===== src/design/aimbot_config.svh =====
`ifndef AIMBOT_CONFIG_SVH
`define AIMBOT_CONFIG_SVH

// Display timing in clk cycles and lines.
`define H_ACTIVE          16
`define H_BLANK           32
`define H_TOTAL           (`H_ACTIVE + `H_BLANK)
`define V_ACTIVE          4
`define V_BLANK           2
`define V_TOTAL           (`V_ACTIVE + `V_BLANK)
`define HSYNC_LEN         4                  // Starts one cycle into blanking.
`define VSYNC_LINES       1                  // First blank line.

// Cycles from the first cam1 href rise to display line zero.
`define SYNC_START_DELAY  20

// Line FIFO geometry.
`define FIFO_DEPTH        16
`define FIFO_AW           4

// Frames per buf_tick pulse.
`define TICK_FRAMES       2

`endif


===== src/design/aimbot_pkg.sv =====
`include "aimbot_config.svh"

package aimbot_pkg;

    // One RGB565 pixel, R in the top five bits.
    typedef logic [15:0] pix565_t;

    // One byte off the camera bus.
    typedef logic [7:0] cam_byte_t;

    // Display position counters.
    typedef logic [7:0] hcnt_t;
    typedef logic [7:0] vcnt_t;

    // Extra top bit tells full from empty.
    typedef logic [`FIFO_AW:0] fifo_ptr_t;

    typedef enum logic {
        WAIT_CAM,
        RUN
    } sync_state_t;

endpackage : aimbot_pkg


===== src/design/aimbot_video.sv =====
`timescale 1ns/1ns

module aimbot_video (
    input  logic                  clk       ,
    input  logic                  rst_n     ,

    input  logic                  cam1_href ,
    input  logic                  cam1_pclk ,
    input  aimbot_pkg::cam_byte_t cam1_data ,

    input  logic                  cam2_href ,
    input  logic                  cam2_pclk ,
    input  aimbot_pkg::cam_byte_t cam2_data ,

    output logic                  hdmi_hsync,
    output logic                  hdmi_vsync,
    output logic                  hdmi_de   ,
    output logic [7:0]            hdmi_r    ,
    output logic [7:0]            hdmi_g    ,
    output logic [7:0]            hdmi_b    ,

    output aimbot_pkg::pix565_t   side_pixel,
    output logic                  buf_tick  ,
    output logic                  comb_err
);

    import aimbot_pkg::*;

    pix565_t cam1_pix;
    pix565_t cam2_pix;
    logic    cam1_pix_valid;
    logic    cam2_pix_valid;
    logic    read_en;
    pix565_t comb_pix_1;

    cam_byte_pack u_cam1_pack (
        .clk      (clk           ),
        .rst_n    (rst_n         ),
        .href     (cam1_href     ),
        .pclk     (cam1_pclk     ),
        .data     (cam1_data     ),
        .pix      (cam1_pix      ),
        .pix_valid(cam1_pix_valid)
    );

    cam_byte_pack u_cam2_pack (
        .clk      (clk           ),
        .rst_n    (rst_n         ),
        .href     (cam2_href     ),
        .pclk     (cam2_pclk     ),
        .data     (cam2_data     ),
        .pix      (cam2_pix      ),
        .pix_valid(cam2_pix_valid)
    );

    // Display timing locks to cam1 only.
    sync_gen u_sync_gen (
        .clk     (clk       ),
        .rst_n   (rst_n     ),
        .cam_href(cam1_href ),
        .hsync   (hdmi_hsync),
        .vsync   (hdmi_vsync),
        .read_en (read_en   ),
        .data_en (hdmi_de   )
    );

    pixel_combine u_pixel_combine (
        .clk       (clk           ),
        .rst_n     (rst_n         ),
        .pix1_valid(cam1_pix_valid),
        .pix1      (cam1_pix      ),
        .pix2_valid(cam2_pix_valid),
        .pix2      (cam2_pix      ),
        .read_en   (read_en       ),
        .pixel_1   (comb_pix_1    ),
        .pixel_2   (side_pixel    ),
        .error     (comb_err      )
    );

    frame_tick u_buf_tick (
        .clk  (clk       ),
        .rst_n(rst_n     ),
        .trig (hdmi_vsync),
        .tick (buf_tick  )
    );

    // RGB565 to RGB888, low bits zero.
    assign hdmi_r = {comb_pix_1[15:11], 3'b000};
    assign hdmi_g = {comb_pix_1[10:5],  2'b00};
    assign hdmi_b = {comb_pix_1[4:0],   3'b000};

endmodule : aimbot_video


===== src/design/cam_byte_pack.sv =====
`timescale 1ns/1ns

module cam_byte_pack (
    input  logic                  clk      ,
    input  logic                  rst_n    ,
    input  logic                  href     ,
    input  logic                  pclk     ,
    input  aimbot_pkg::cam_byte_t data     ,
    output aimbot_pkg::pix565_t   pix      ,
    output logic                  pix_valid
);

    import aimbot_pkg::*;

    logic      low_phase;                     // Next byte is the low byte.
    cam_byte_t high_byte;
    logic      byte_stb;

    assign byte_stb = href && pclk;

    always_ff @(posedge clk) begin
        if (!rst_n) begin
            low_phase <= 1'b0;
            pix_valid <= 1'b0;
        end else begin
            pix_valid <= 1'b0;
            if (!href) begin
                low_phase <= 1'b0;            // Line ended, realign.
            end else if (byte_stb) begin
                low_phase <= !low_phase;
                pix_valid <= low_phase;
            end
        end
    end

    // Payload path.
    always_ff @(posedge clk) begin
        if (byte_stb) begin
            if (!low_phase) begin
                high_byte <= data;
            end else begin
                pix <= {high_byte, data};
            end
        end
    end

endmodule : cam_byte_pack


===== src/design/frame_tick.sv =====
`timescale 1ns/1ns
`include "aimbot_config.svh"

module frame_tick (
    input  logic clk  ,
    input  logic rst_n,
    input  logic trig ,
    output logic tick
);

    localparam int CNT_W = $clog2(`TICK_FRAMES + 1);

    logic             trig_d;
    logic             trig_rise;
    logic [CNT_W-1:0] frame_cnt;
    logic             wrap;

    assign trig_rise = trig && !trig_d;
    assign wrap      = (frame_cnt == CNT_W'(`TICK_FRAMES - 1));

    always_ff @(posedge clk) begin
        if (!rst_n) begin
            trig_d    <= 1'b0;
            frame_cnt <= '0;
            tick      <= 1'b0;
        end else begin
            trig_d <= trig;
            tick   <= trig_rise && wrap;
            if (trig_rise) begin
                frame_cnt <= wrap ? '0 : frame_cnt + 1'b1;
            end
        end
    end

endmodule : frame_tick


===== src/design/pixel_combine.sv =====
`timescale 1ns/1ns
`include "aimbot_config.svh"

module pixel_combine (
    input  logic                clk       ,
    input  logic                rst_n     ,
    input  logic                pix1_valid,
    input  aimbot_pkg::pix565_t pix1      ,
    input  logic                pix2_valid,
    input  aimbot_pkg::pix565_t pix2      ,
    input  logic                read_en   ,
    output aimbot_pkg::pix565_t pixel_1   ,
    output aimbot_pkg::pix565_t pixel_2   ,
    output logic                error
);

    import aimbot_pkg::*;

    localparam int NCAM = 2;

    logic    [NCAM-1:0] wr_valid;
    pix565_t [NCAM-1:0] wr_pix;
    logic    [NCAM-1:0] fault;

    assign wr_valid = {pix2_valid, pix1_valid};
    assign wr_pix   = {pix2, pix1};

    // One line FIFO per camera, both popped by the same read_en.
    for (genvar c = 0; c < NCAM; c++) begin : g_fifo
        pix565_t   mem [`FIFO_DEPTH];
        fifo_ptr_t wr_ptr;
        fifo_ptr_t rd_ptr;
        fifo_ptr_t level;
        logic      full;
        logic      empty;
        logic      push;
        logic      pop;
        pix565_t   rd_q;

        assign level = wr_ptr - rd_ptr;
        assign full  = (level == fifo_ptr_t'(`FIFO_DEPTH));
        assign empty = (level == '0);
        assign push  = wr_valid[c] && !full;
        assign pop   = read_en && !empty;

        // Dropped write or starved read.
        assign fault[c] = (wr_valid[c] && full) || (read_en && empty);

        always_ff @(posedge clk) begin
            if (!rst_n) begin
                wr_ptr <= '0;
                rd_ptr <= '0;
            end else begin
                if (push) begin
                    wr_ptr <= wr_ptr + 1'b1;
                end
                if (pop) begin
                    rd_ptr <= rd_ptr + 1'b1;
                end
            end
        end

        always_ff @(posedge clk) begin
            if (push) begin
                mem[wr_ptr[`FIFO_AW-1:0]] <= wr_pix[c];
            end
            if (read_en) begin
                rd_q <= empty ? '0 : mem[rd_ptr[`FIFO_AW-1:0]];   // Black on under-run.
            end
        end
    end

    assign pixel_1 = g_fifo[0].rd_q;
    assign pixel_2 = g_fifo[1].rd_q;

    always_ff @(posedge clk) begin
        if (!rst_n) begin
            error <= 1'b0;
        end else if (|fault) begin
            error <= 1'b1;                    // Sticky.
        end
    end

endmodule : pixel_combine


===== src/design/sync_gen.sv =====
`timescale 1ns/1ns
`include "aimbot_config.svh"

module sync_gen (
    input  logic clk     ,
    input  logic rst_n   ,
    input  logic cam_href,
    output logic hsync   ,
    output logic vsync   ,
    output logic read_en ,
    output logic data_en
);

    import aimbot_pkg::*;

    sync_state_t state;
    logic        href_d;
    logic        href_seen;
    hcnt_t       dly_cnt;
    hcnt_t       h;
    vcnt_t       v;
    logic        line_end;
    logic        frame_end;
    logic        running;
    logic        hsync_q;
    logic        vsync_q;

    assign line_end  = (h == hcnt_t'(`H_TOTAL - 1));
    assign frame_end = (v == vcnt_t'(`V_TOTAL - 1));
    assign running   = (state == RUN);

    always_ff @(posedge clk) begin
        if (!rst_n) begin
            href_d <= 1'b0;
        end else begin
            href_d <= cam_href;
        end
    end

    always_ff @(posedge clk) begin
        if (!rst_n) begin
            state     <= WAIT_CAM;
            href_seen <= 1'b0;
            dly_cnt   <= '0;
            h         <= '0;
            v         <= '0;
        end else begin
            case (state)
                WAIT_CAM: begin
                    if (!href_seen) begin
                        if (cam_href && !href_d) begin
                            href_seen <= 1'b1;    // First camera line.
                            dly_cnt   <= '0;
                        end
                    end else if (dly_cnt == hcnt_t'(`SYNC_START_DELAY - 1)) begin
                        state <= RUN;
                        h     <= '0;
                        v     <= '0;
                    end else begin
                        dly_cnt <= dly_cnt + 1'b1;
                    end
                end
                RUN: begin
                    if (line_end) begin
                        h <= '0;
                        v <= frame_end ? '0 : v + 1'b1;
                    end else begin
                        h <= h + 1'b1;
                    end
                end
                default: state <= WAIT_CAM;
            endcase
        end
    end

    // read_en leads by one cycle, the FIFO read register eats it.
    always_ff @(posedge clk) begin
        if (!rst_n) begin
            read_en <= 1'b0;
            hsync_q <= 1'b0;
            vsync_q <= 1'b0;
            data_en <= 1'b0;
            hsync   <= 1'b0;
            vsync   <= 1'b0;
        end else begin
            read_en <= running && (h < hcnt_t'(`H_ACTIVE)) && (v < vcnt_t'(`V_ACTIVE));
            hsync_q <= running && (h > hcnt_t'(`H_ACTIVE))
                       && (h <= hcnt_t'(`H_ACTIVE + `HSYNC_LEN));
            vsync_q <= running && (v >= vcnt_t'(`V_ACTIVE))
                       && (v < vcnt_t'(`V_ACTIVE + `VSYNC_LINES));
            data_en <= read_en;
            hsync   <= hsync_q;
            vsync   <= vsync_q;
        end
    end

endmodule : sync_gen


===== config.mk =====
export PLATFORM = sky130hd
export DESIGN_NAME = aimbot_video
export DESIGN_NICKNAME = d
export VERILOG_FILES = /design/src/design/aimbot_pkg.sv /design/src/design/aimbot_video.sv /design/src/design/cam_byte_pack.sv /design/src/design/frame_tick.sv /design/src/design/pixel_combine.sv /design/src/design/sync_gen.sv
export VERILOG_INCLUDE_DIRS = /design/src /design/src/design
export SDC_FILE = /design/constraint.sdc
export NUM_CORES = 1
export LEC_CHECK = 0
export BUFFER_PORTS_ARGS = -buffer_cell sky130_fd_sc_hd__buf_2
export CAP_MARGIN = 20
export CORE_MARGIN = 5
export CORE_UTILIZATION = 41
export DETAILED_ROUTE_END_ITERATION = 16
export PLACE_DENSITY_LB_ADDON = 0.3
export SLEW_MARGIN = 20
export SYNTH_ARGS = -nofsm -noshare
export SYNTH_HDL_FRONTEND = slang
export SYNTH_SLANG_ARGS = --single-unit
export TNS_END_PERCENT = 20

===== constraint.sdc =====
create_clock -name clk -period 5.05 [get_ports clk]
set_input_delay 0.2525 -clock clk [delete_from_list [all_inputs] [get_ports clk]]
set_output_delay 0.2525 -clock clk [all_outputs]
set_load 0.02 [all_outputs]

==> impl_metrics.env <==
export IMPL_avgSynthCellArea_um2=20.6
export IMPL_placed_area_um2=26400
export IMPL_grt_max_degree=68
export IMPL_syn_area_um2=25400
export IMPL_tightest_slew_ns=1.00
export IMPL_rr_worst_depth=8
export IMPL_row_count=91
export IMPL_place_inst=2032
export IMPL_die_area_um2=66900
export IMPL_synth_seq_cells=654
export IMPL_r2r_start="u_pixel_combine.g_fifo[0].rd_ptr[2]$_SDFFE_PN0P_"
export IMPL_r2r_end="u_pixel_combine.g_fifo[0].mem[11][3]$_DFFE_PP_"
export IMPL_crit_path_end_kind="register"
export IMPL_holdPathStages=2
export IMPL_hold_viol_final=0
export IMPL_yosysSeqAreaShare_pct=75.0
export IMPL_max_cap_violations=0
export IMPL_die_w_um=259
export IMPL_p_leak_nw=9.19
export IMPL_timing_fmax_mhz=280
export IMPL_slew_viol_final=0
export IMPL_critPathRequiredTime_ns=5.26
export IMPL_yosys_warnings=0
export IMPL_switchingPower_mw=2.12
export IMPL_cts_tree="done"
export IMPL_clk_pin_slew_ns=0.06
export IMPL_sw_frac_of_total_pct=19.2
export IMPL_ir_drop_v=0.000254
export IMPL_ant_nets=0
export IMPL_wl_per_cell_um=25.7
export IMPL_wl_um=55900
export IMPL_run_status="finished clean"
export IMPL_path_delay_family="compound AO/OA/AOI/OAI gates"
export IMPL_power_density_nw_per_um2=383
export IMPL_clock_sinks=654
export IMPL_io_pins=67
export IMPL_grt_pass1_wl_um=82500
export IMPL_pwr_share_seq_pct=53.2
export IMPL_synthCells=1230
export IMPL_min_from="rst_n"
export IMPL_grt_usage_pct=16.7
export IMPL_utilization_pct=46.9
export IMPL_yosys_area_top_type="edfxtp_1"
export IMPL_arrival_ns=3.78
export IMPL_crit_chain="buf_4 > inv_1 > ha_1 > a21oi_1 > a21boi_1 > o2111ai_1 > o31a_1 > and3_1"
export IMPL_cts_root_buf="clkbuf_16"
export IMPL_critPathLaunchType="register"
export IMPL_ys_types=58
export IMPL_critical_path_buf_inv_count=2
export IMPL_fin_skew_ns=0.0427
export IMPL_fin_area_um2=28800
export IMPL_hp_class="primary input to register"
export IMPL_criticalPathCategory="register to register"
export IMPL_async_reset_ff_share_pct=0
export IMPL_reg2reg_slack_ns=1.48
export IMPL_worst_path_max_fanout=21
export IMPL_synthDominantCellAreaShare_pct=70.1
export IMPL_p_clk_share_pct=46.2
export IMPL_clock_latency_ns=0.62
export IMPL_core_area_um2=61500
export IMPL_tns_ns=0
export IMPL_stdcell_count=2178
export IMPL_vias_per_cell=5.49
export IMPL_startpoint="u_pixel_combine.g_fifo[0].rd_ptr[2]$_SDFFE_PN0P_"
export IMPL_setup_viol=0
export IMPL_fp_dieH_um=259
export IMPL_period_needed_ns=3.57
export IMPL_cts_resized_gates=0
export IMPL_dp_hpwl_um=35000
export IMPL_synth_edf_count=592
export IMPL_vias=12000
export IMPL_rsz0062_at_grt="no"
export IMPL_layout_common_cells="592 x edfxtp_1, 160 x mux4_2, 71 x clkbuf_16"
export IMPL_cts_htree_levels=3
export IMPL_holdPathEnd="u_pixel_combine.g_fifo[1].rd_ptr[0]$_SDFFE_PN0P_"
export IMPL_gp_congestion=0.787
export IMPL_nets=1378
export IMPL_finalCritPeriodShare_pct=70.6
export IMPL_dr_first_iter_drc_count=1199
export IMPL_area_growth_pct=13.7
export IMPL_n_antenna_cell=0
export IMPL_start_util_pct=41.2
export IMPL_drc=0
export IMPL_timing_critical_path_slowest_cell_delay_ns=0.85
export IMPL_port_buffers=58
export IMPL_grt_pass1_vias=12200
export IMPL_relSlewSlack_pct=33.3
export IMPL_dr_pass1_iters=5
export IMPL_cts_made_buffers=68
export IMPL_grt_overflow_total=0
export IMPL_ys_dominant_reg_cell="edfxtp_1"
export IMPL_p_int_mw=8.92
export IMPL_clock_path_buffers=3
export IMPL_critPathSlowestCell="and3_1"
export IMPL_pwr_share_comb_pct=0.7
export IMPL_antenna_found_initial=4
export IMPL_final_common_cell="edfxtp_1"
export IMPL_synth_area_leaders="edfxtp_1 70%, mux4_2 14%, dfxtp_1 4.9%"
export IMPL_layout_drive_gt1_share_pct=25.4
-- state kept, by name (all words and copies together), names as in the netlist, 10 cells and up --
register / cells
u_pixel_combine.pixel_1: 16
u_pixel_combine.pixel_2: 16
u_cam2_pack.pix: 16
u_pixel_combine.g_fifo.mem: 512
u_cam1_pack.pix: 16
u_pixel_combine.g_fifo.rd_ptr: 10
u_pixel_combine.g_fifo.wr_ptr: 10
-- worst register-to-register path: cells and delay by family, from the launching register on --
| family | cells | cell delay, ns |
|---|---|---|
| buffers and inverters | 2 | 0.41 |
| AND/OR/NAND/NOR | 1 | 0.85 |
| flip-flops | 1 | 0.31 |
| AO/OA/AOI/OAI | 4 | 1.25 |
| adder cells (fa/ha/maj) | 1 | 0.37 |
-- power groups by stage --
| stage | Sequential (mW) | Combinational (mW) | Clock [mW] |
|---|---|---|---|
| finish | 5.87 | 0.0730 | 5.10 |
| detailed placement | 5.99 | 0.0602 | 0 |
| CTS | 5.87 | 0.0742 | 5.19 |
| floorplan | 5.97 | 0.0398 | 0 |
| global route | 5.87 | 0.0799 | 5.41 |
| global placement | 5.98 | 0.0593 | 0 |
-- cell families after synthesis --
logic type	count (synthesis)	synth area share, %
AND/OR/NAND/NOR	211	4.82
adder cells (fa/ha/maj)	24	1.18
XOR/XNOR	26	0.898
flip-flops	654	75.0
AO/OA/AOI/OAI	63	1.66
multiplexers	168	14.5
buffers and inverters	83	1.89
other	1	0.0148
-- through the flow --
stage / setup slack [ns] / total power, mW / hold slack [ns]
after floorplan: 1.30 / 6.01 / 0.351
after global placement: 1.60 / 6.04 / 0.401
after detailed placement: 1.53 / 6.05 / 0.405
after CTS: 1.51 / 11.1 / 0.149
after global routing: 1.22 / 11.4 / 0.189
final: 1.48 / 11.0 / 0.156
-- final cells by class --
cell class | count | area [um2]
Sequential cell | 654 | 19000
Inverter | 20 | 75.1
Fill cell | 5028 | 32600
Tap cell | 790 | 988
Clock buffer | 88 | 1870
Timing Repair Buffer | 88 | 566
Multi-Input combinational cell | 500 | 5900
Clock inverter | 38 | 414
-- Yosys cell counts (all sizes together), types with 4 or more instances --
master / n
o21a: 5
nand3: 14
nor2b: 41
and3: 37
nand2: 18
nor2: 41
or3: 7
inv: 19
o21ai: 12
nor3: 12
xnor2: 7
buf: 36
ha: 24
a21oi: 23
xor2: 19
edfxtp: 592
mux2i: 7
mux4: 160
and2: 9
nand4: 11
nand3b: 4
dfxtp: 62
clkbuf: 27
nand2b: 7
-- repair_timing --
item                       4_1_cts  5_1_grt
setup buffers                    0        0
hold buffers                    20        0
hold endpoints to repair        36        0
setup endpoints to repair        0        0
-- metal layers --
layer | share of wire (%) | track usage [%]
met5 | 0.023 | 0
met4 | 2.0 | 4.72
met3 | 6.7 | 3.06
met2 | 47 | 25.8
met1 | 44 | 24.7
-- worst max-delay path by stage --
stage	slack, ns	endpoint	depth (start not counted)
after floorplan	1.30	u_pixel_combine.g_fifo[0].mem[3][0]$_DFFE_PP_	11
after global placement	1.60	u_pixel_combine.g_fifo[1].mem[8][9]$_DFFE_PP_	6
after detailed placement	1.53	u_pixel_combine.g_fifo[0].mem[13][2]$_DFFE_PP_	8
after CTS	1.51	u_pixel_combine.g_fifo[1].mem[8][9]$_DFFE_PP_	6
after global routing	1.22	u_pixel_combine.g_fifo[0].mem[1][15]$_DFFE_PP_	6
final	1.48	u_pixel_combine.g_fifo[0].mem[11][3]$_DFFE_PP_	8
(Power assumes the default switching activity.)
